## config.mk

```make
export PLATFORM = sky130hd
export DESIGN_NAME = symbol_serializer
export DESIGN_NICKNAME = d
export VERILOG_FILES = /design/src/verilog/frame_tx_pkg.sv /design/src/verilog/symbol_serializer.sv
export VERILOG_INCLUDE_DIRS = /design/src /design/src/include
export SDC_FILE = /design/constraint.sdc
export NUM_CORES = 1
export LEC_CHECK = 0
export BUFFER_PORTS_ARGS = -buffer_cell sky130_fd_sc_hd__buf_2
export CAP_MARGIN = 10
export CORE_MARGIN = 2
export CORE_UTILIZATION = 46
export CTS_CLUSTER_SIZE = 30
export DETAILED_ROUTE_END_ITERATION = 8
export GPL_TIMING_DRIVEN = 0
export PLACE_DENSITY = 0.84
export SYNTH_ARGS = -nofsm -noshare
export SYNTH_HDL_FRONTEND = slang
export SYNTH_SLANG_ARGS = --single-unit
```

## constraint.sdc

```tcl
create_clock -name clk -period 1.27 [get_ports clk]
set_input_delay 0.381 -clock clk [delete_from_list [all_inputs] [get_ports clk]]
set_output_delay 0.381 -clock clk [all_outputs]
set_load 0.02 [all_outputs]
```

## src/include/frame_tx_params.svh

```systemverilog
`ifndef FRAME_TX_PARAMS_SVH
`define FRAME_TX_PARAMS_SVH

// payload buffer
`define BUF_DEPTH 1024
`define LEN_W 11

// line timing, clocks per bit
`define BIT_CYCLES 2

// delimiter patterns
`define SYM_START 8'hC5
`define SYM_END 8'hFD

// crc-32, non-reflected, msb first
`define CRC_POLY 32'h04C11DB7
`define CRC_INIT 32'hFFFFFFFF
`define CRC_XOROUT 32'hFFFFFFFF

`endif
```

## src/verilog/frame_tx_pkg.sv

```systemverilog
`include "frame_tx_params.svh"

package frame_tx_pkg;

  typedef logic [7:0] byte_t;          // payload or line byte
  typedef logic [`LEN_W-1:0] len_t;    // length or buffer address
  typedef logic [31:0] crc_t;
  typedef logic [0:0] ctrl_code_t;     // delimiter selector

  localparam ctrl_code_t CTRL_START = 1'b0;
  localparam ctrl_code_t CTRL_END = 1'b1;

  typedef enum logic [2:0]
  {
    IDLE,
    LOAD,
    SEND_START,
    WAIT_DATA,
    SEND_DATA,
    SEND_CRC,
    SEND_END,
    DONE
  } tx_state_t;

endpackage

```

## src/verilog/symbol_serializer.sv

```systemverilog
`timescale 1ns/1ps
`include "frame_tx_params.svh"

module symbol_serializer
(
  input  logic                     clk,
  input  logic                     reset,
  input  logic                     wr_en,
  input  logic                     ctrl_en,
  input  frame_tx_pkg::ctrl_code_t ctrl_code,
  input  frame_tx_pkg::byte_t      data_in,
  output logic                     tx_rdy,
  output logic                     line_bit,
  output logic                     line_strobe,
  output logic                     line_ctrl
);

  localparam int PW = $clog2(`BIT_CYCLES + 1);
  localparam logic [PW-1:0] PERIOD_LAST = PW'(`BIT_CYCLES - 1);

  logic                busy;
  logic                sym_ctrl;          // current symbol is a delimiter
  logic [PW-1:0]       period_cnt;
  logic [2:0]          bit_cnt;
  logic                issue;
  logic                bit_end;
  frame_tx_pkg::byte_t load_value;
  frame_tx_pkg::byte_t shift_reg;

  assign issue   = ~busy & (wr_en | ctrl_en);
  assign bit_end = busy & (period_cnt == PERIOD_LAST);

  always_comb
  begin
    if (!ctrl_en)
      load_value = data_in;
    else if (ctrl_code == frame_tx_pkg::CTRL_END)
      load_value = `SYM_END;
    else
      load_value = `SYM_START;
  end

  always_ff @(posedge clk or posedge reset)
  begin
    if (reset)
    begin
      busy       <= 1'b0;
      sym_ctrl   <= 1'b0;
      period_cnt <= '0;
      bit_cnt    <= '0;
    end
    else if (issue)
    begin
      busy       <= 1'b1;
      sym_ctrl   <= ctrl_en;
      period_cnt <= '0;
      bit_cnt    <= '0;
    end
    else if (bit_end)
    begin
      period_cnt <= '0;
      bit_cnt    <= bit_cnt + 3'd1;
      if (bit_cnt == 3'd7)
        busy <= 1'b0;                     // last bit period over
    end
    else if (busy)
      period_cnt <= period_cnt + 1'b1;
  end

  always_ff @(posedge clk)
  begin
    if (issue)
      shift_reg <= load_value;
    else if (bit_end)
      shift_reg <= shift_reg >> 1;        // lsb first
  end

  assign tx_rdy      = ~busy;
  assign line_bit    = shift_reg[0];
  assign line_strobe = busy & (period_cnt == '0);
  assign line_ctrl   = busy & sym_ctrl;

endmodule

```

==> impl_metrics.yaml <==
status:
  status: "finished, violations left"
  violations: "negative setup slack"
detailed_routing:
  drtIter0Drc: 15
  antenna_left: 0
  wl_per_cell_um: 16.0
  routed_via_density: 5.50
  routed_wl_um: 1880
  drt_first_pass_iters: 4
  drc: 0
  via_count: 644
cells_and_area:
  nFillCells: 128
  num_antenna_cells: 0
  syn_to_final_growth_pct: 47.0
  stdcell_count: 117
  finalCoreUtilization_pct: 69.7
  seqCellArea_um2: 418
  multiInputGateArea_um2: 403
  largest_reg_flops: 8
  fin_nets: 116
  drive_above_1_share_pct: 61.0
yosys:
  synth_common_cells: "8 x edfxtp_1, 8 x inv_1, 7 x dfrtp_1, 7 x mux2_2, 5 x nor2_1"
  synth_cell_types: 26
  synthArstFlopShare_pct: 46.7
  synth_edf_count: 8
  synth.avg_cell_area_um2: 12.1
  synth_area_leaders: "edfxtp_1 30%, dfrtp_1 22%, mux2_2 9.8%"
  yosysSeqAreaShare_pct: 51.9
  ys_seq_elements: 15
  synth.top_cell.area_share_pct: 30.0
  yosys_warnings: 0
  yosys.area.top_type: "edfxtp_1"
  synthFlopType: "edfxtp_1"
  synthCells: 66
  synth.cell_area_um2: 801
  synth_fp_nets: 81
timing:
  hold_viol: 0
  max_freq_ghz: 0.678
  fin_crit_sh_pct: 116
  max_slew_margin_pct: 68.0
  min_period_ns: 1.48
  finalSetupViolCount: 25
  worst_pin_slew_ns: 0.473
  grt_setup_unrepaired: "true"
  fin_ws_ns: -0.205
  slew_viol_final: 0
  fin_skew_ns: 0.000921
  hold_ws_ns: 0.00316
critical_path:
  worst_setup_path_start_kind: "flip-flop"
  cp.arrival_ns: 1.09
  crit_type: "reg2out"
  end_kind: "output pin"
  required_ns: 0.89
  crit_path_max_fanout: 4
clock_network:
  path_clk_slew_ns: 0.09
  tritoncts: "yes"
  numCtsBuffers: 3
  cts_sinks: 15
  clock_latency_ns: 0.30
  cts.path.max_buffers: 2
  htreeDepth: 1
  cts_root_buf: "clkbuf_4"
die:
  coreArea_um2: 1690
  ioPinCount: 17
  initial_core_util_pct: 47.4
  row_count: 15
  die_w_um: 45.7
  die_h_um: 45.7
  dieArea_um2: 2090
placement:
  port-buffer-count: 16
  place_congestion: 0.760
  dp_hpwl_um: 1030
  placed_cells: 99
power_and_ir_drop:
  power_mw: 2.47
  ir_drop_mv: 1.22
  p_per_area_nw_per_um2: 2100
  leakagePower_nw: 0.552
grt:
  grt_first_pass_wirelength_um: 2700
  grt_max_degree: 11
  grt_use_total_pct: 19.1
  grt_pass1_vias: 583
  antenna_found_initial: 0
  grt.overflow.total: 0
run:
  drv_cap: 0
min_path:
  hold_path.class: "in2async"
## worst max-delay path, cell delays in order (launching register included)
cell and delay, ns:
dfrtp_1 0.40, buf_6 0.14, and2_4 0.13, buf_6 0.12
## kinds of logic (layout without fill, tap and decap cells)
kind of cell             Yosys count  count (layout)  share of synthesized area [%]
AND/OR/NAND/NOR                   20              20                           14.8
buffers and inverters             12              46                           7.34
flip-flops                        15              15                           51.9
multiplexers                      11              11                           14.8
AO/OA/AOI/OAI                      6               6                           7.97
adder cells (fa/ha/maj)            2               2                           3.12
## what timing repair did
action / CTS / global route
gates cloned: 0 / 0
pin swaps: 2 / 2
gates resized for setup: 16 / 11
endpoints found under the setup margin: 14 / 22
buffers inserted: 9 / 7
hold buffers: 0 / 0
## report_power, final
| group | internal, mW | switching (mW) | leakage, nW |
|---|---|---|---|
| registers | 0.812 | 0.113 | 0.160 |
| logic | 0.671 | 0.593 | 0.375 |
| clock network | 0.118 | 0.168 | 0.0177 |
| total | 1.60 | 0.874 | 0.552 |
## placed cells by master (no fill, tap or decap), types with 2 or more instances in the layout
cell type and instances:
buf_2 13, buf_4 12, edfxtp_1 8, inv_1 7
mux2_2 7, buf_6 6, dfrtp_1 5, mux2i_1 4
nor2_1 4, nand2_1 3, clkbuf_4 3, buf_8 2
nand4b_1 2, ha_1 2, dfrtp_2 2
## worst paths after layout
path                                 startpoint                          to  slack, ns  cells past startpoint
min in group clk                     data_in[7]  shift_reg[7]$_SDFFCE_PN0P_       0.39                      3
max in group asynchronous                 reset   period_cnt[1]$_DFFE_PP0P_       1.03                      2
max reg2reg                    busy$_DFFE_PP0P_      shift_reg[5]$_DFFE_PP_      -0.20                      5
min                                       reset            busy$_DFFE_PP0P_      0.003                      2
min reg2reg                sym_ctrl$_DFFE_PP0P_        sym_ctrl$_DFFE_PP0P_       0.51                      1
max                            busy$_DFFE_PP0P_                   line_ctrl      -0.21                      3
## layer usage
| metal | vias up | global-route usage (%) | wire length, µm |
|---|---|---|---|
| met4 | 0 | 10.9 | 53 |
| met1 | 319 | 23.1 | 793 |
| met2 | 22 | 31.3 | 967 |
| li1 | 299 | - | - |
| met5 | - | 0 | 0 |
| met3 | 4 | 3.97 | 63 |
## final cells by class
class                   count  share of cell area (%)
flip-flops and latches     15                    35.5
multi-input cells          39                    34.2
repair buffers             31                    19.7
plain buffers               3                    3.51
inverters                   8                    2.98
clock buffers               3                    1.91
well taps                  17                    1.81
clock inverters             1                   0.425
## through the flow
stage / setup TNS, ns / worst slack, ns / instance area, µm²
after floorplan: -0.0884 / -0.0252 / 827
after global placement: -2.12 / -0.216 / 928
after detailed placement: -2.45 / -0.236 / 928
final: -2.60 / -0.205 / 1180
after CTS: -1.02 / -0.188 / 1080
after global routing: -3.30 / -0.239 / 1180
Note: power is estimated with default switching activity, not from simulation.
