===== config.mk =====
export PLATFORM = sky130hd
export DESIGN_NAME = crc32_byte
export DESIGN_NICKNAME = d
export VERILOG_FILES = /design/src/verilog/frame_tx_pkg.sv /design/src/verilog/crc32_byte.sv
export VERILOG_INCLUDE_DIRS = /design/src /design/src/include
export SDC_FILE = /design/constraint.sdc
export NUM_CORES = 1
export LEC_CHECK = 0
export ABC_CLOCK_PERIOD_IN_PS = 4150
export BUFFER_PORTS_ARGS = -buffer_cell sky130_fd_sc_hd__buf_2
export CORE_MARGIN = 10
export CORE_UTILIZATION = 55
export DETAILED_ROUTE_END_ITERATION = 7
export PLACE_DENSITY = 0.91
export SLEW_MARGIN = 5
export SYNTH_ARGS = -nofsm -noshare
export SYNTH_HDL_FRONTEND = slang
export SYNTH_SLANG_ARGS = --single-unit
export TNS_END_PERCENT = 20

===== constraint.sdc =====
create_clock -name clk -period 4.15 [get_ports clk]
set_clock_uncertainty 0.1 [all_clocks]
set_input_delay 0 -clock clk [delete_from_list [all_inputs] [get_ports clk]]
set_output_delay 0 -clock clk [all_outputs]
set_load 0.05 [all_outputs]

===== src/include/frame_tx_params.svh =====
`ifndef FRAME_TX_PARAMS_SVH
`define FRAME_TX_PARAMS_SVH

// payload buffer
`define BUF_DEPTH 1024
`define LEN_W 11

// line timing, clocks per bit
`define BIT_CYCLES 2

// delimiter patterns
`define SYM_START 8'hC5
`define SYM_END 8'hFD

// crc-32, non-reflected, msb first
`define CRC_POLY 32'h04C11DB7
`define CRC_INIT 32'hFFFFFFFF
`define CRC_XOROUT 32'hFFFFFFFF

`endif

===== src/verilog/frame_tx_pkg.sv =====
`include "frame_tx_params.svh"

package frame_tx_pkg;

  typedef logic [7:0] byte_t;          // payload or line byte
  typedef logic [`LEN_W-1:0] len_t;    // length or buffer address
  typedef logic [31:0] crc_t;
  typedef logic [0:0] ctrl_code_t;     // delimiter selector

  localparam ctrl_code_t CTRL_START = 1'b0;
  localparam ctrl_code_t CTRL_END = 1'b1;

  typedef enum logic [2:0]
  {
    IDLE,
    LOAD,
    SEND_START,
    WAIT_DATA,
    SEND_DATA,
    SEND_CRC,
    SEND_END,
    DONE
  } tx_state_t;

endpackage


===== src/verilog/crc32_byte.sv =====
`timescale 1ns/1ps
`include "frame_tx_params.svh"

module crc32_byte
(
  input  logic                clk,
  input  logic                reset,
  input  logic                crc_init,
  input  logic                crc_en,
  input  frame_tx_pkg::byte_t crc_data,
  output frame_tx_pkg::crc_t  crc_out
);

  frame_tx_pkg::crc_t crc_reg;

  // eight polynomial steps, data msb first
  function automatic frame_tx_pkg::crc_t crc_step(input frame_tx_pkg::crc_t crc,
                                                  input frame_tx_pkg::byte_t data);
    frame_tx_pkg::crc_t c;
    c = crc;
    for (int i = 7; i >= 0; i--)
    begin
      if (c[31] ^ data[i])
        c = (c << 1) ^ `CRC_POLY;
      else
        c = c << 1;
    end
    return c;
  endfunction

  always_ff @(posedge clk or posedge reset)
  begin
    if (reset)
      crc_reg <= `CRC_INIT;
    else if (crc_init)                     // init wins over a byte
      crc_reg <= `CRC_INIT;
    else if (crc_en)
      crc_reg <= crc_step(crc_reg, crc_data);
  end

  // empty payload gives zero
  assign crc_out = crc_reg ^ `CRC_XOROUT;

endmodule


==> results of run 1 <==
## cell type report
type	instances	area, um2
clock buffers	6	82.6
clock inverters	2	10.0
fillers	317	1390
inverters	34	128
multi-input cells	126	1310
flip-flops and latches	32	841
well taps	50	62.6
repair buffers	45	233
## worst min-delay path, cell delays in order
cell and delay [ps]:
buf_2 290, a21oi_1 180, o21ai_0 80
## cells in the final DEF, fill, tap and decap left out, types with 6 or more instances in the layout
cell type / count
a21oi_1: 15
o21ai_0: 6
xnor2_1: 28
nor3_1: 6
buf_2: 43
nor2_1: 18
inv_1: 33
dfstp_2: 32
clkbuf_8: 6
xnor3_1: 15
a211o_1: 16
## worst paths after layout
kind,start,endpoint,slack (ps),depth (start not counted)
setup / recovery,crc_reg[27],crc_reg[15],1910,4
hold / removal,crc_init,crc_reg[11],170,3
setup reg to reg,crc_reg[27],crc_reg[15],1910,4
hold reg to reg,crc_reg[8],crc_reg[8],480,2
max in group asynchronous,reset,crc_reg[23],3390,4
min in group asynchronous,reset,crc_reg[24],520,4
## per-stage QoR
step / utilization / instance area [um2]
finish: 0.658 / 2670
global route: 0.658 / 2670
CTS: 0.658 / 2670
detailed placement: 0.633 / 2570
global placement: 0.633 / 2570
floorplan: - / 2350
## what timing repair did
action	4_1_cts	5_1_grt
hold buffers	1	0
hold endpoints to repair	10	0
resized for setup	0	0
## routing by layer
layer,vias to the layer above,GRT usage,wire length (um)
met4,0,0.0629,103
met1,753,0.168,2000
li1,732,-,-
met5,-,0,0
met2,60,0.234,2600
met3,10,0.0545,421
## where the power goes
group          switching (mW)  internal [mW]  leakage [nW]
clock network           0.120          0.132        0.0510
registers              0.0919          0.486         0.337
logic                   0.906          0.807          1.08
total                    1.12           1.43          1.47
## cells by family (layout without fill, tap and decap cells)
logic type                count (synthesis)  after routing  synth area share
AOI/OAI and AO/OA                        41             41             0.119
xor gates and xnor gates                 61             61             0.399
buffers and inverters                    44             87            0.0826
DFF                                      32             32             0.358
and+or+nand+nor                          24             24            0.0416
==> run_results.csv, run 1 <==
group,metric,value,unit
clock_tree,clkTransAtPathRegs,70,ps
placement,portBuffers,43,
global_route,grt_usage,0.145,
synthesis,yosys.cell_types.count,23,
clock_tree,cts_root_buf,"clkbuf_8",
timing,fin_crit_sh,0.541,
timing,layout_setup_ws,1910,ps
timing,tns,0,ps
floorplan,std_cell_rows,23,
critical_path,slowest_stage,"xnor2_1",
clock_tree,cts_tree,"yes",
synthesis,netlist.area_leader.share,0.358,
clock_tree,worst_skew_pair.late_latency,290,ps
critical_path,path_cells,"xnor2_1 -> xnor2_1 -> xnor3_1 -> a211o_1",
clock_tree,clock_path_buffers,2,
floorplan,fp.dieW,85.3,um
detailed_routing,avgRoutedWirePerCell,17.4,um
detailed_routing,antenna_left,0,
final_layout,drive_gt1_frac,0.408,
critical_path,critical_path.top_delay_family,"XOR/XNOR gates",
global_route,grt_first_pass_wirelength,8530,um
synthesis,ys_ff_latch,32,
floorplan,die_h,85.3,um
power,power_density,953,nW/um2
worst_hold_path,hold_class,"in2reg",
run,cap_violations,0,
critical_path,critPathKind,"reg2reg",
global_route,grt_overflow_total,0,
critical_path,path_buf_inv,0,
synthesis,synth_area,2350,um2
timing,hold_viol_final,0,
clock_tree,htreeDepth,2,
synthesis,synth_edf_count,0,
timing,rsz0062_at_grt,"false",
global_route,grt_max_degree,34,
detailed_routing,first_iter_violations,95,
global_route,antenna_found_initial,0,
floorplan,die_area,7280,um2
clock_tree,cts.sinks,32,
final_layout,antennaDiodeCount,0,
timing,fmax,0.446,GHz
detailed_routing,via_per_inst,5.27,
final_layout,nNetsFinal,256,
synthesis,synth_fp_nets,214,
synthesis,synth_top_flop_cell,"dfstp_2",
timing,slew_violations,0,
final_layout,layout.cells.non_filler,295,
final_layout,syn2layout_area_growth,13.7,%
synthesis,synth.most_common_cell,"inv_1",
placement,placed_cells,286,
synthesis,synthTopCellsByCount,"33 x inv_1, 32 x dfstp_2, 28 x xnor2_1",
status,status,"complete, no violations",
clock_tree,cts_buffers,5,
synthesis,async_flop_share,1.00,
synthesis,yosysSeqAreaShare,0.358,
power,leakagePower,1.47,nW
detailed_routing,first_pass_iters,5,
placement,dp_worst_setup_slack,1900,ps
global_route,grt_pass1_vias,1642,
timing,setup_viol,0,
synthesis,synth_warnings,0,
floorplan,io_pins,44,
critical_path,end_kind,"flip-flop",
timing,min_period,2240,ps
synthesis,synth_cells,202,
placement,gp_congestion,0.792,
synthesis,synthTopCellsByArea,"dfstp_2 36%, xnor3_1 14%, xnor2_1 10%",
critical_path,crit_fanout,6,
timing,hold_ws,166,ps
power,ir_drop,0.000340,V
detailed_routing,routed-via-count,1555,
timing,worst_pin_slew,948,ps
floorplan,fp.coreArea,4060,um2
detailed_routing,drc,0,
final_layout,largest_register_ffs,32,
critical_path,crit_path_max_incr_delay,750,ps
critical_path,worst_path_most_repeated_cell,"xnor2_1",
clock_tree,cts_setup_buffers,0,
detailed_routing,wl,5130,um
synthesis,yosysTopAreaCell,"dfstp_2",
floorplan,start_util,0.579,
timing,max-slew-margin-rel,0.363,
critical_path,cp-start-kind,"flip-flop",
critical_path,cp.required,4270,ps
placement,hpwl,3760,um
power,power,2.54,mW
critical_path,crit_arrival,2360,ps
synthesis,synth.avg_cell_area,11.6,um2
No activity file was read; power rests on OpenSTA's default activity.
==> run 2, diff against run 1 <==
ABC_AREA = 1   (was default)
ABC_CLOCK_PERIOD_IN_PS = 1900   (was 4150)
CORE_UTILIZATION = 51   (was 55)
PLACE_DENSITY = 0.88   (was 0.91)
clock period = 1.9 ns   (was 4.15 ns; I/O delays follow)
==> run 2 against run 1 <==
  * Register-to-register slack worse by 1800 ps
  * Global-route usage is 2.0 points higher
  * Sequential share of layout area fell by 3.5 points
  * Area after synthesis up 9.7%
  * Combinational power rose by 58%
  * Clock-buffer cell count grew 2
  * Via count increased by 61%
  * Utilization shrank 3.4 points
  * Clock power grew 120%
  * Final cell count grew 70%
  * Maximum frequency up 24%
  * Die area increased by 14%
==> run_results.csv, run 2 <==
group,metric,value,unit
status,status,"complete, no violations",
placement,dp_worst_setup_slack,118,ps
critical_path,end_kind,"flip-flop",
detailed_routing,wl_met3,438,um
detailed_routing,first_pass_iters,4,
synthesis,yosysTopAreaCell,"dfstp_2",
power,p_seq_frac,0.256,
timing,min_period,1800,ps
power,power.switching,2.34,mW
floorplan,start_util,0.535,
power,power.clock.fraction,0.126,
critical_path,slowest_stage,"dfstp_2",
timing,setup_viol,0,
final_layout,final_cell_mix,"134 x nand2_1, 63 x inv_1, 43 x buf_2",
power,leakagePower,1.75,nW
critical_path,cp.required,2020,ps
synthesis,ys_ff_latch,32,
clock_tree,htreeDepth,2,
synthesis,synth_edf_count,0,
timing,fin_crit_sh,0.949,
final_layout,antennaDiodeCount,0,
final_layout,final_common_cell,"nand2_1",
detailed_routing,first_iter_violations,252,
synthesis,synth_fa_ha_area_frac,0,
synthesis,synth_fp_nets,394,
synthesis,synth.avg_cell_area,6.74,um2
synthesis,synthXorXnorAreaFrac,0.0937,
timing,worst_pin_slew,583,ps
timing,tns,0,ps
detailed_routing,routed-via-count,2500,
final_layout,num-fill-cells,454,
clock_tree,cts_setup_buffers,0,
final_layout,syn2layout_area_growth,16.7,%
global_route,grt_usage,0.165,
clock_tree,cts_buffers,5,
synthesis,synth_cells,382,
synthesis,synth_compound_area_frac,0.0753,
synthesis,synthMuxAreaShare,0,
final_layout,final_core_util,0.624,
critical_path,cp-start-kind,"flip-flop",
floorplan,std_cell_rows,25,
power,swShare,0.534,
synthesis,synth_warnings,0,
run,cap_violations,0,
critical_path,path_buf_inv,1,
synthesis,synthTopCellsByCount,"134 x nand2_1, 63 x inv_1, 32 x dfstp_2",
critical_path,critical_path.top_delay_family,"simple AND/OR/NAND/NOR gates",
detailed_routing,highest_layer,"met4",
clock_tree,worst_skew_pair.late_latency,290,ps
detailed_routing,avgRoutedWirePerCell,13.5,um
floorplan,fp.coreArea,4820,um2
final_layout,nNetsFinal,446,
critical_path,path_cells,"nand2_1 -> nand2_4 -> nand2_1 -> nand2_2 -> nor2_1 -> nor2_2 -> nor2_1 -> o21ai_1 -> inv_1",
placement,hpwl,5170,um
power,power_density,1450,nW/um2
synthesis,synth_top_family_by_area,"simple AND/OR/NAND/NOR gates",
timing,rsz0062_at_grt,"false",
floorplan,die_h,91.1,um
detailed_routing,via_per_inst,4.98,
critical_path,crit_arrival,1930,ps
detailed_routing,wl_met2,3270,um
timing,hold_viol_final,0,
placement,gp_congestion,0.915,
clock_tree,clkTransAtPathRegs,70,ps
global_route,antenna_found_initial,0,
power,ir_drop,0.000930,V
floorplan,io_pins,44,
timing,fmax,0.554,GHz
synthesis,synth_top_flop_cell,"dfstp_2",
timing,layout_setup_ws,96.4,ps
placement,portBuffers,43,
critical_path,critPathKind,"reg2reg",
synthesis,synthTopCellsByArea,"dfstp_2 33%, nand2_1 20%, inv_1 9.2%",
floorplan,die_area,8290,um2
synthesis,yosysSeqAreaShare,0.326,
synthesis,synth-simple-area-share,0.387,
clock_tree,cts_tree,"yes",
critical_path,crit_fanout,8,
final_layout,drive_gt1_frac,0.303,
final_layout,largest_register_ffs,32,
detailed_routing,antenna_left,0,
timing,hold_ws,78.5,ps
synthesis,netlist.area_leader.share,0.326,
synthesis,yosys.cell_types.count,27,
clock_tree,cts.sinks,32,
worst_hold_path,hold_class,"in2reg",
power,intPower,2.04,mW
synthesis,async_flop_share,1.00,
power,p_comb_frac,0.617,
critical_path,crit_path_max_incr_delay,560,ps
clock_tree,clock_path_buffers,2,
timing,slew_violations,0,
global_route,grt_pass1_vias,2560,
timing,max-slew-margin-rel,0.609,
synthesis,synth_area,2580,um2
power,power,4.37,mW
synthesis,synth.most_common_cell,"nand2_1",
detailed_routing,wl,6800,um
global_route,grt_overflow_total,0,
detailed_routing,met1_length,2940,um
floorplan,fp.dieW,91.1,um
clock_tree,cts_root_buf,"clkbuf_8",
detailed_routing,drc,0,
global_route,grt_first_pass_wirelength,11500,um
global_route,grt_max_degree,33,
-- run 2: worst paths after layout --
path	from	end	slack [ps]	cells after the start
min	crc_data[0]	crc_reg[22]	80	6
max reg2reg	crc_reg[31]	crc_reg[17]	100	9
max	crc_reg[31]	crc_reg[17]	100	9
max in group asynchronous	reset	crc_reg[30]	1120	4
min in group asynchronous	reset	crc_reg[26]	540	4
min reg2reg	crc_reg[4]	crc_reg[4]	390	2
-- run 2: cells by family after synthesis --
logic type | after synthesis
AOI/OAI and AO/OA | 34
xor gates and xnor gates | 25
buffers and inverters | 78
DFF | 32
and+or+nand+nor | 213
-- run 2: layout make-up --
class	instances	area, um2	share of cell area
Timing Repair Buffer	49	268	0.0891
Clock buffer	8	90.1	0.0300
Multi-Input combinational cell	272	1440	0.479
Sequential cell	32	841	0.280
Inverter	74	283	0.0940
Tap cell	67	83.8	0.0279
-- run 2: power groups by stage --
stage	Sequential [mW]	Combinational, mW	Clock (mW)
after floorplan	1.10	2.12	0
after global placement	1.12	2.61	0
after detailed placement	1.13	2.66	0
after CTS	1.12	2.68	0.562
after global routing	1.15	2.94	0.594
final	1.12	2.70	0.552
-- run 2: what timing repair did --
item,4_1_cts,5_1_grt
setup endpoints to repair,0,2
resized for setup,0,2
endpoints found under the hold margin,9,0
hold buffers,3,0
-- run 2: per-layer routing --
layer / vias to the layer above / track usage
met1: 1158 / 0.194
met5: - / 0
met2: 77 / 0.285
met3: 13 / 0.0379
met4: 0 / 0.0614
li1: 1252 / -
-- run 2: per-stage QoR --
step | instance area (um2) | cells
2_1_floorplan | 2580 | 382
3_3_place_gp | 2880 | 491
3_5_place_dp | 2880 | 491
4_1_cts | 3000 | 502
5_1_grt | 3010 | 502
6_report | 3010 | 502
-- run 2: worst min-delay path, cell delays in order --
cell and delay [ps]:
buf_2 90, nand2_1 50, nand2_1 90, nor2_1 50, o22ai_1 120, inv_1 50
