$ cat src/include/frame_tx_params.svh
`ifndef FRAME_TX_PARAMS_SVH
`define FRAME_TX_PARAMS_SVH

// payload buffer
`define BUF_DEPTH 1024
`define LEN_W 11

// line timing, clocks per bit
`define BIT_CYCLES 2

// delimiter patterns
`define SYM_START 8'hC5
`define SYM_END 8'hFD

// crc-32, non-reflected, msb first
`define CRC_POLY 32'h04C11DB7
`define CRC_INIT 32'hFFFFFFFF
`define CRC_XOROUT 32'hFFFFFFFF

`endif
$ cat src/verilog/frame_tx_pkg.sv
`include "frame_tx_params.svh"

package frame_tx_pkg;

  typedef logic [7:0] byte_t;          // payload or line byte
  typedef logic [`LEN_W-1:0] len_t;    // length or buffer address
  typedef logic [31:0] crc_t;
  typedef logic [0:0] ctrl_code_t;     // delimiter selector

  localparam ctrl_code_t CTRL_START = 1'b0;
  localparam ctrl_code_t CTRL_END = 1'b1;

  typedef enum logic [2:0]
  {
    IDLE,
    LOAD,
    SEND_START,
    WAIT_DATA,
    SEND_DATA,
    SEND_CRC,
    SEND_END,
    DONE
  } tx_state_t;

endpackage

$ cat src/verilog/tx_frame_ctrl.sv
`timescale 1ns/1ps

module tx_frame_ctrl
(
  input  logic                     clk,
  input  logic                     reset,
  input  logic                     tx_start,
  input  frame_tx_pkg::len_t       data_length,
  input  logic                     tx_rdy,
  input  frame_tx_pkg::byte_t      rd_data,
  input  frame_tx_pkg::crc_t       crc_in,
  output logic                     rd_en,
  output frame_tx_pkg::len_t       rd_addr,
  output logic                     crc_init,
  output logic                     crc_en,
  output frame_tx_pkg::byte_t      crc_data,
  output logic                     wr_en,
  output logic                     ctrl_en,
  output frame_tx_pkg::ctrl_code_t ctrl_code,
  output frame_tx_pkg::byte_t      data_out,
  output logic                     tx_busy
);

  frame_tx_pkg::tx_state_t state;

  logic               tx_start_d;
  logic               tx_rdy_d;
  logic               start_edge;
  logic               rdy_edge;
  frame_tx_pkg::len_t frame_len;           // latched at acceptance
  frame_tx_pkg::len_t byte_cnt;            // payload bytes issued
  frame_tx_pkg::crc_t crc_buf;
  logic [2:0]         crc_cnt;             // crc bytes issued

  always_ff @(posedge clk or posedge reset)
  begin
    if (reset)
    begin
      tx_start_d <= 1'b0;
      tx_rdy_d   <= 1'b1;                  // serializer is ready out of reset
    end
    else
    begin
      tx_start_d <= tx_start;
      tx_rdy_d   <= tx_rdy;
    end
  end

  assign start_edge = tx_start & ~tx_start_d;
  assign rdy_edge   = tx_rdy & ~tx_rdy_d;

  assign tx_busy = (state != frame_tx_pkg::IDLE);

  always_ff @(posedge clk or posedge reset)
  begin
    if (reset)
    begin
      state     <= frame_tx_pkg::IDLE;
      rd_en     <= 1'b0;
      rd_addr   <= '0;
      crc_init  <= 1'b0;
      crc_en    <= 1'b0;
      crc_data  <= '0;
      wr_en     <= 1'b0;
      ctrl_en   <= 1'b0;
      ctrl_code <= frame_tx_pkg::CTRL_START;
      data_out  <= '0;
      frame_len <= '0;
      byte_cnt  <= '0;
      crc_buf   <= '0;
      crc_cnt   <= '0;
    end
    else
    begin
      // strobes last one cycle
      rd_en    <= 1'b0;
      crc_init <= 1'b0;
      crc_en   <= 1'b0;
      wr_en    <= 1'b0;
      ctrl_en  <= 1'b0;
      case (state)
        frame_tx_pkg::IDLE:
        begin
          if (start_edge && tx_rdy)
          begin
            frame_len <= data_length;
            byte_cnt  <= '0;
            crc_cnt   <= '0;
            rd_addr   <= '0;
            rd_en     <= 1'b1;             // prefetch first byte
            crc_init  <= 1'b1;
            state     <= frame_tx_pkg::LOAD;
          end
        end
        frame_tx_pkg::LOAD:
        begin
          ctrl_en   <= 1'b1;               // start delimiter
          ctrl_code <= frame_tx_pkg::CTRL_START;
          state     <= frame_tx_pkg::SEND_START;
        end
        frame_tx_pkg::SEND_START:
          state <= frame_tx_pkg::WAIT_DATA;
        frame_tx_pkg::WAIT_DATA:
        begin
          if (rdy_edge)
          begin
            if (byte_cnt < frame_len)
            begin
              data_out <= rd_data;
              crc_data <= rd_data;
              wr_en    <= 1'b1;
              crc_en   <= 1'b1;
              byte_cnt <= byte_cnt + 1'b1;
              rd_addr  <= rd_addr + 1'b1;
              rd_en    <= 1'b1;            // next byte ready long before next edge
              state    <= frame_tx_pkg::SEND_DATA;
            end
            else
            begin
              // payload done, crc has settled by now
              data_out <= crc_in[31:24];
              crc_buf  <= {crc_in[23:0], 8'h00};
              wr_en    <= 1'b1;
              crc_cnt  <= 3'd1;
              state    <= frame_tx_pkg::SEND_CRC;
            end
          end
        end
        frame_tx_pkg::SEND_DATA:
          state <= frame_tx_pkg::WAIT_DATA;
        frame_tx_pkg::SEND_CRC:
        begin
          if (rdy_edge)
          begin
            if (crc_cnt == 3'd4)
            begin
              ctrl_en   <= 1'b1;           // end delimiter
              ctrl_code <= frame_tx_pkg::CTRL_END;
              state     <= frame_tx_pkg::SEND_END;
            end
            else
            begin
              data_out <= crc_buf[31:24];
              crc_buf  <= {crc_buf[23:0], 8'h00};
              wr_en    <= 1'b1;
              crc_cnt  <= crc_cnt + 3'd1;
            end
          end
        end
        frame_tx_pkg::SEND_END:
          state <= frame_tx_pkg::DONE;
        frame_tx_pkg::DONE:
          state <= frame_tx_pkg::IDLE;     // busy drops next cycle
        default:
          state <= frame_tx_pkg::IDLE;
      endcase
    end
  end

endmodule

$ cat config.mk
export PLATFORM = sky130hd
export DESIGN_NAME = tx_frame_ctrl
export DESIGN_NICKNAME = d
export VERILOG_FILES = /design/src/verilog/frame_tx_pkg.sv /design/src/verilog/tx_frame_ctrl.sv
export VERILOG_INCLUDE_DIRS = /design/src /design/src/include
export SDC_FILE = /design/constraint.sdc
export NUM_CORES = 1
export LEC_CHECK = 0
export ABC_AREA = 1
export BUFFER_PORTS_ARGS = -buffer_cell sky130_fd_sc_hd__buf_2
export CAP_MARGIN = 40
export CORE_ASPECT_RATIO = 0.6
export CORE_MARGIN = 2
export CORE_UTILIZATION = 30
export CTS_BUF_LIST = sky130_fd_sc_hd__clkbuf_8 sky130_fd_sc_hd__clkbuf_16
export DETAILED_ROUTE_END_ITERATION = 10
export PLACE_DENSITY = 0.49
export SETUP_SLACK_MARGIN = 0.02
export SLEW_MARGIN = 20
export SYNTH_ARGS = -nofsm -noshare
export SYNTH_HDL_FRONTEND = slang
export SYNTH_SLANG_ARGS = --single-unit
$ cat constraint.sdc
create_clock -name clk -period 7.4 [get_ports clk]
set_clock_uncertainty 0.1 [all_clocks]
set_input_delay 1.48 -clock clk [delete_from_list [all_inputs] [get_ports clk]]
set_output_delay 1.48 -clock clk [all_outputs]
set_load 0.02 [all_outputs]
==> results.toml, run 1 <==
[outcome]
status = "complete, no violations"

[logic_synthesis]
seq_area_frac_synth = 0.4763
synth_top_family_by_area = "simple AND/OR/NAND/NOR gates"
synth_mux_area_frac = 0.03502
synth-compound-area-share = 0.06156
synthSimpleGateAreaFrac = 0.2979
synth_fp_nets = 631
synth_cell_types = 31
yosys_warnings = 0
synth_adder_area_share = 0.03830
synth_edf_count = 0
mappedNetlistArea_sq_um = 4573
ys.flop_type = "dfrtp_1"
synthCells = 562
synthDominantCellAreaShare = 0.4706
synth_xor_area_frac = 0.02681
ys_top_cells_by_area = "dfrtp_1 47%, nand2_1 16%, nand3_1 3.9%, ha_1 3.8%, nor2_1 3.8%"
yosys.area.top_type = "dfrtp_1"
postSynthAreaPerCell_sq_um = 8.137
ys_seq_elements = 87
synthArstFlopShare = 1.000

[route]
drc = 0
routed.top_layer = "met4"
dr.pass1.iters = 5
via_per_inst = 4.521
wl_met2_um = 4356
post_drt_wl_per_cell_um = 13.63
wl_met1_um = 6445
met3_length_um = 720
vias = 3847
antenna_left = 0
drt-total-wl_um = 11600
initialDrtViolationCount = 292

[pwr]
power.share.sequential = 0.411
power_density_nw_per_um2 = 319.2
p_int_w = 0.001069
finalPower_w = 0.001753
pwr-share-comb = 0.353
p_sw_w = 0.0006847
clkPwrFrac = 0.236
p_leak_nw = 3.009
ir_drop_uv = 108.6
netSwitchingFraction = 0.3905

[cells_and_area]
layout.nets = 717
layout.area.seq_sq_um = 2178
layout_common_cells = "194 x nand2_1, 88 x buf_2, 86 x dfrtp_1"
drive_gt1_frac = 0.2052
final_util = 0.3743
fillers = 1550
layout_commonest_cell = "nand2_1"
fin_cells = 851
area_growth_pct = 20.11
antenna_cells = 0
multi_input_area_sq_um = 2110

[grt]
grt_pass1_wl_um = 19260
grtUsageTotal = 0.1506
grt-ovfl-total = 0
grt_pass1_vias = 3651
grt_max_degree = 54
antenna_found_initial = 0

[place]
dp_hpwl_um = 8628
portBuffers = 88
place.gp.congestion = 0.8726
dp_cells = 834

[worst_hold_path]
min_from = "crc_data[3]$_DFFE_PP0P_"
holdCritPathClass = "reg -> reg"
min_path_cells = 2
hold_path_end = "crc_data[3]$_DFFE_PP0P_"

[setup_path]
r2r_cells = 11
crit_type = "in -> reg"
r2r-start = "byte_cnt[6]$_DFFE_PP0P_"
worstPathArrival_ns = 3.13
reg2reg_to = "byte_cnt[8]$_DFFE_PP0P_"
endpoint_kind = "flip-flop"
worstPathRequired_ns = 7.52
worstPathMaxFanout = 23
slowest_stage = "nor2_4"
path_buf_inv = 4
crit_top_cell = "nand2_1"
cp_cell_sequence = "buf_2 > inv_1 > nor2_4 > inv_1 > nand2_1 > o21ai_1 > inv_2 > nand2_2 > nand2_1 > nand2_1"
path_delay_family = "simple AND/OR/NAND/NOR gates"
max_stage_delay_ns = 0.37
r2r_slack_ns = 4.88
crit_path_start_kind = "primary input"

[floorplanning]
placement_rows = 34
die_area_sq_um = 16280
coreArea_sq_um = 14680
io_pins = 89
start_util = 0.3116
die_w_um = 163.4
chipHeight_um = 99.64

[clock_network]
cts_tree = "built"
clock_latency_ns = 0.33
ctsHoldBuffers = 0
cts_setup_buffers = 0
cts_sinks = 87
clockBufferDepth = 2
cts_buffers = 9
htree_num_levels = 3
cts.clk_slew.worst_paths_ns = 0.06
cts_resized = 0
clock-root-buffer = "clkbuf_16"

[sta]
fin_setup_tns_ns = 0
rsz0062_at_grt = "no"
min_period_ns = 3.016
final_max_slew_viol_count = 0
setup_viol = 0
slew-limit-headroom = 0.6237
tightest_slew_ns = 0.5645
finalCritPeriodShare = 0.4076
worst_hold_slack_ns = 0.3789
final-hold-violation-count = 0
max_freq_mhz = 331.6

[run]
cap_violations = 0
-- power by group through the flow --
| stage | Clock (W) | Sequential, W | Combinational, W |
|---|---|---|---|
| final | 0.000414 | 0.000722 | 0.000618 |
| after global routing | 0.000449 | 0.000741 | 0.000711 |
| after CTS | 0.000427 | 0.000722 | 0.000627 |
| after detailed placement | 0 | 0.000729 | 0.000623 |
| after global placement | 0 | 0.000727 | 0.000604 |
| after floorplan | 0 | 0.000767 | 0.000410 |
-- metal layers --
metal,vias to the layer above,GRT usage
met1,1767,0.2378
li1,1981,-
met4,0,0.03404
met2,93,0.1999
met5,-,0
met3,6,0.03962
-- cell families (layout without fill, tap and decap cells) --
family,after synthesis,after routing
xor gates and xnor gates,14,14
muxes,16,16
AOI/OAI and AO/OA,50,50
DFF,87,87
adders and majority gates,14,14
buffers and inverters,65,156
and+or+nand+nor,316,316
-- synth_stat cells, drive strengths merged, types with 2 or more instances --
| cell type | instances |
|---|---|
| xnor2 | 3 |
| nand2 | 201 |
| dfrtp | 86 |
| nand3b | 2 |
| nor2 | 50 |
| nand4 | 15 |
| buf | 14 |
| ha | 14 |
| inv | 47 |
| nand3 | 37 |
| nor3 | 10 |
| a21oi | 6 |
| o21ai | 42 |
| clkbuf | 4 |
| xor2 | 11 |
| mux2i | 16 |
-- worst max-delay path by stage --
| stage | from | end | slack [ns] | depth (start not counted) |
|---|---|---|---|---|
| floorplan | reset | byte_cnt[0]$_DFFE_PP0P_ | 3.57 | 1 |
| global placement | tx_rdy | crc_buf[25]$_DFFE_PP0P_ | 3.98 | 7 |
| detailed placement | tx_rdy | crc_buf[25]$_DFFE_PP0P_ | 3.91 | 7 |
| CTS | tx_rdy | crc_buf[25]$_DFFE_PP0P_ | 4.26 | 7 |
| global route | tx_rdy | byte_cnt[9]$_DFFE_PP0P_ | 4.14 | 10 |
| finish | tx_rdy | byte_cnt[8]$_DFFE_PP0P_ | 4.38 | 10 |
-- worst reg2reg max path: stages (launching register included) --
cell and delay (ns):
dfrtp_1 0.45, ha_1 0.34, nand2_1 0.07, inv_1 0.03, nand2_1 0.05, nand2_1 0.06
nand2_2 0.22, nand4_2 0.29, nand2_2 0.26, nand2_2 0.32, nand2_1 0.15, nand2_1 0.07
-- area by class of cell --
type	count	share of cell area
Clock buffer	10	0.04351
Clock inverter	6	0.005467
Inverter	47	0.03235
Multi-Input combinational cell	410	0.3841
Sequential cell	87	0.3966
Tap cell	198	0.04510
Timing Repair Buffer	93	0.09294
-- sequential cells by signal, indices dropped and copies added, names as in the netlist --
name	cells
crc_buf	24
tx_rdy_d	1
byte_cnt	11
rd_en	1
ctrl_code	1
tx_start_d	1
data_out	8
state	3
crc_cnt	3
crc_data	8
crc_init	1
wr_en	1
frame_len	11
ctrl_en	1
crc_en	1
rd_addr	11
-- per-stage QoR --
step                area (sq um)  setup WS (ns)
floorplan                   4573          3.571
global placement            5176          3.981
detailed placement          5204          3.914
CTS                         5473          4.263
global route                5493          4.143
finish                      5493          4.384
(Power assumes the default switching activity.)
==> inputs of run 2 (changes only) <==
clock period = 2.89 ns   (was 7.4 ns; I/O delays follow)
==> run 2 against run 1 <==
  * Setup slack got worse by 4.0 ns
  * Critical endpoint is now crc_buf[13]$_DFFE_PP0P_
  * Die area unchanged
  * Worst hold slack got worse by 0.15 ns
==> results.toml, run 2 (synthesis gave the netlist of run 1 again) <==
[setup_path]
worstPathRequired_ns = 3.06
crit_type = "reg -> reg"
worstPathMaxFanout = 27
crit_path_start_kind = "flip-flop"
path_delay_family = "simple AND/OR/NAND/NOR gates"
slowest_stage = "dfrtp_1"
max_stage_delay_ns = 0.46
cp_cell_sequence = "ha_1 > a21oi_1 > o21ai_1 > nand2_2 > nand4_2 > nand2_2 > buf_4 > nand2_1 > o21ai_1"
endpoint_kind = "flip-flop"
worstPathArrival_ns = 2.70
path_buf_inv = 1

[place]
place_ws_ns = 0.3820
place.gp.congestion = 0.8202
dpl_cell_area_sq_um = 5221
dp_hpwl_um = 8492
portBuffers = 88

[grt]
grtUsageTotal = 0.1522
grt_max_degree = 88
grt-ovfl-total = 0
antenna_found_initial = 0
grt_pass1_vias = 3679
grt_pass1_wl_um = 19350

[pwr]
clkPwrFrac = 0.287
netSwitchingFraction = 0.3700
power_density_nw_per_um2 = 863.3
p_sw_w = 0.001781
p_leak_nw = 3.035
finalPower_w = 0.004815
ir_drop_uv = 300.7
p_int_w = 0.003034
power.share.sequential = 0.383
pwr-share-comb = 0.331

[cells_and_area]
fin_area_sq_um = 5578
regMostFlops = "crc_buf"
drive_gt1_frac = 0.2122
antenna_cells = 0
layout.nets = 719
layout_commonest_cell = "nand2_1"
layout_common_cells = "194 x nand2_1, 88 x buf_2, 86 x dfrtp_1"
largest_reg_flops = 24
final_util = 0.3801
area_growth_pct = 21.97

[route]
drt-total-wl_um = 11630
initialDrtViolationCount = 297
vias = 3884
drc = 0
via_per_inst = 4.553
dr.pass1.iters = 4
post_drt_wl_per_cell_um = 13.64
antenna_left = 0

[floorplanning]
die_w_um = 163.4
die_area_sq_um = 16280
io_pins = 89
chipHeight_um = 99.64
start_util = 0.3116
coreArea_sq_um = 14680
placement_rows = 34

[worst_hold_path]
holdCritPathClass = "in -> async"

[sta]
final_max_slew_viol_count = 0
fin_setup_tns_ns = 0
tightest_slew_ns = 0.5719
rsz0062_at_grt = "no"
finalCritPeriodShare = 0.8742
min_period_ns = 2.526
final-hold-violation-count = 0
slew-limit-headroom = 0.6188
max_freq_mhz = 395.8
setup_viol = 0
setup_slack_ns = 0.3636

[clock_network]
htree_num_levels = 3
cts_resized = 0
clock_latency_ns = 0.35
cts_tree = "built"
clock-root-buffer = "clkbuf_16"
clockBufferDepth = 2
cts.clk_slew.worst_paths_ns = 0.06
cts_setup_buffers = 0
cts_buffers = 9
ctsHoldBuffers = 0
cts_sinks = 87

[run]
cap_violations = 0

[outcome]
status = "complete, no violations"
==> run 2: cell count changes in the layout (fill, tap and decap cells not counted), sizes merged <==
cell,change
bufinv,+3
buf,+2
clkinvlp,+1
inv,-3
clkinv,-2
clkbuf,+1
==> run 2: path summary, 6_finish.rpt <==
kind	from	end	slack, ns	depth (start not counted)
min	reset	crc_init$_DFF_PP0_	0.23	3
max in group asynchronous	reset	tx_rdy_d$_DFF_PP1_	2.02	3
min in group clk	tx_rdy	tx_rdy_d$_DFF_PP1_	0.25	1
max reg2reg	byte_cnt[2]$_DFFE_PP0P_	crc_buf[13]$_DFFE_PP0P_	0.36	9
min reg2reg	crc_data[3]$_DFFE_PP0P_	crc_data[3]$_DFFE_PP0P_	0.38	2
max	byte_cnt[2]$_DFFE_PP0P_	crc_buf[13]$_DFFE_PP0P_	0.36	9
==> run 2: worst min-delay path: stages <==
cell and delay (ns):
buf_2 0.11, clkinvlp_4 0.07, buf_12 0.34
==> run 2: per-stage QoR <==
| step | std cells | hold slack (ns) |
|---|---|---|
| floorplan | 562 | 0.3523 |
| global placement | 837 | 0.3627 |
| detailed placement | 837 | 0.3613 |
| CTS | 853 | 0.2431 |
| global route | 853 | 0.2422 |
| finish | 853 | 0.2304 |
==> run 2: final cells by class <==
class / count / area, sq um
fillers: 1519 / 9099
flip-flops and latches: 87 / 2178
multi-input cells: 410 / 2110
repair buffers: 95 / 505.5
clock buffers: 11 / 252.7
well taps: 198 / 247.7
inverters: 47 / 180.2
clock inverters: 5 / 103.9
==> run 2: power by group through the flow <==
stage | Sequential, W | Clock [W] | Combinational (W)
5_1_grt | 0.00190 | 0.00147 | 0.00182
6_report | 0.00184 | 0.00138 | 0.00159
2_1_floorplan | 0.00197 | 0 | 0.00105
3_5_place_dp | 0.00186 | 0 | 0.00161
4_1_cts | 0.00184 | 0.00142 | 0.00161
3_3_place_gp | 0.00186 | 0 | 0.00158
==> run 2: per-layer routing <==
metal	GRT usage	up-vias	part of all wire
li1	-	1982	-
met2	0.1941	105	0.37
met3	0.03420	9	0.062
met1	0.2495	1788	0.56
met4	0.03812	0	0.0091
met5	0	-	0
==> inputs of run 3 (changes only) <==
CELL_PAD_IN_SITES_DETAIL_PLACEMENT = 0   (was default)
CELL_PAD_IN_SITES_GLOBAL_PLACEMENT = 1   (was default)
MAX_ROUTING_LAYER = met4   (was default)
PLACE_DENSITY = 0.62   (was 0.49)
==> run 3 against run 2 <==
  * First-iteration DRC count decreased by 33%
  * Sequential share of layout area grew 0.070 points
  * Count of clock-buffer cells in the layout decreased by 1
==> results.toml, run 3 (synthesis gave the netlist of run 1 again) <==
[route]
dr.pass1.iters = 5
via_per_inst = 4.523
antenna_left = 0
initialDrtViolationCount = 199
drc = 0
drt-total-wl_um = 11770
vias = 3849
post_drt_wl_per_cell_um = 13.82

[clock_network]
cts.clk_slew.worst_paths_ns = 0.06
clock-root-buffer = "clkbuf_16"
cts_setup_buffers = 0
htree_num_levels = 3
clock_latency_ns = 0.34
cts_resized = 0
cts_buffers = 9
clockBufferDepth = 2
cts_tree = "built"
cts_sinks = 87
ctsHoldBuffers = 0

[run]
cap_violations = 0

[cells_and_area]
area_growth_pct = 21.75
final_util = 0.3794
regMostFlops = "crc_buf"
largest_reg_flops = 24
layout_common_cells = "194 x nand2_1, 88 x buf_2, 86 x dfrtp_1"
antenna_cells = 0
drive_gt1_frac = 0.2098
layout_commonest_cell = "nand2_1"
layout.nets = 719

[setup_path]
crit_type = "reg -> reg"
worstPathRequired_ns = 3.07
path_buf_inv = 1
path_delay_family = "simple AND/OR/NAND/NOR gates"
cp_cell_sequence = "ha_1 > a21oi_1 > o21ai_1 > nand2_2 > nand3_4 > nor2_4 > nand2_2 > inv_2 > nand2_1 > nand2_1"
worstPathArrival_ns = 2.64
worstPathMaxFanout = 14
crit_path_start_kind = "flip-flop"
endpoint_kind = "flip-flop"
max_stage_delay_ns = 0.46
slowest_stage = "dfrtp_1"

[pwr]
pwr-share-comb = 0.339
ir_drop_uv = 405.8
clkPwrFrac = 0.278
p_int_w = 0.003012
power_density_nw_per_um2 = 863.4
p_sw_w = 0.001795
power.share.sequential = 0.384
p_leak_nw = 3.030
netSwitchingFraction = 0.3734

[floorplanning]
io_pins = 89
placement_rows = 34
start_util = 0.3116
die_area_sq_um = 16280
die_w_um = 163.4
coreArea_sq_um = 14680
chipHeight_um = 99.64

[grt]
grt_max_degree = 49
grtUsageTotal = 0.1568
antenna_found_initial = 0
grt-ovfl-total = 0
grt_pass1_vias = 3622
grt_pass1_wl_um = 19130

[sta]
tightest_slew_ns = 0.5983
final_max_slew_viol_count = 0
setup_viol = 0
rsz0062_at_grt = "no"
max_freq_mhz = 406.6
min_period_ns = 2.459
slew-limit-headroom = 0.6003
fin_setup_tns_ns = 0
final-hold-violation-count = 0
finalCritPeriodShare = 0.8510

[worst_hold_path]
holdCritPathClass = "in -> async"

[outcome]
status = "complete, no violations"

[place]
portBuffers = 88
place.gp.congestion = 0.8025
dp_hpwl_um = 8679
[run 3: changes by cell type in the layout (fill, tap and decap cells not counted)]
| cell | before | now |
|---|---|---|
| buf_12 | 1 | 2 |
| buf_4 | 6 | 5 |
| clkbuf_8 | 2 | 1 |
| clkinv_4 | 1 | 0 |
[run 3: worst paths after layout]
kind	start	endpoint	slack, ns	cells after the start
setup / recovery	byte_cnt[2]$_DFFE_PP0P_	crc_data[6]$_DFFE_PP0P_	0.43	10
hold / removal	reset	frame_len[7]$_DFFE_PP0P_	0.20	2
setup reg to reg	byte_cnt[2]$_DFFE_PP0P_	crc_data[6]$_DFFE_PP0P_	0.43	10
hold reg to reg	data_out[1]$_DFFE_PP0P_	data_out[1]$_DFFE_PP0P_	0.38	2
max in group asynchronous	reset	crc_data[3]$_DFFE_PP0P_	1.78	3
min in group clk	tx_rdy	tx_rdy_d$_DFF_PP1_	0.26	1
[run 3: metal layers]
| layer | part of all wire | vias up | track usage |
|---|---|---|---|
| li1 | - | 1976 | - |
| met3 | 0.066 | 7 | 0.04128 |
| met1 | 0.55 | 1762 | 0.2432 |
| met4 | 0.0066 | 0 | 0.03199 |
| met5 | 0 | - | - |
| met2 | 0.38 | 104 | 0.1986 |
[run 3: metrics by stage]
stage / area, sq um / worst slack (ns) / hold WS (ns) / power, W / cells
after floorplan: 4577 / 0.8555 / 0.3523 / 0.003017 / 562
after global placement: 5234 / 0.5209 / 0.3688 / 0.003470 / 837
after detailed placement: 5234 / 0.4420 / 0.3680 / 0.003510 / 837
after CTS: 5568 / 0.4164 / 0.2255 / 0.004861 / 851
after global routing: 5568 / 0.1901 / 0.2466 / 0.005166 / 851
final: 5568 / 0.4305 / 0.2023 / 0.004807 / 851
[run 3: power by group through the flow]
stage | registers [W] | logic [W] | clock network, W
2_1_floorplan | 0.00197 | 0.00105 | 0
3_3_place_gp | 0.00186 | 0.00161 | 0
3_5_place_dp | 0.00187 | 0.00164 | 0
4_1_cts | 0.00185 | 0.00165 | 0.00137
5_1_grt | 0.00190 | 0.00185 | 0.00141
6_report | 0.00184 | 0.00163 | 0.00134
[run 3: layout make-up]
class | instances | area (sq um)
multi-input cells | 410 | 2110
clock buffers | 10 | 239.0
repair buffers | 95 | 518.0
flip-flops and latches | 87 | 2178
clock inverters | 4 | 95.09
inverters | 47 | 180.2
well taps | 198 | 247.7
fillers | 1523 | 9109
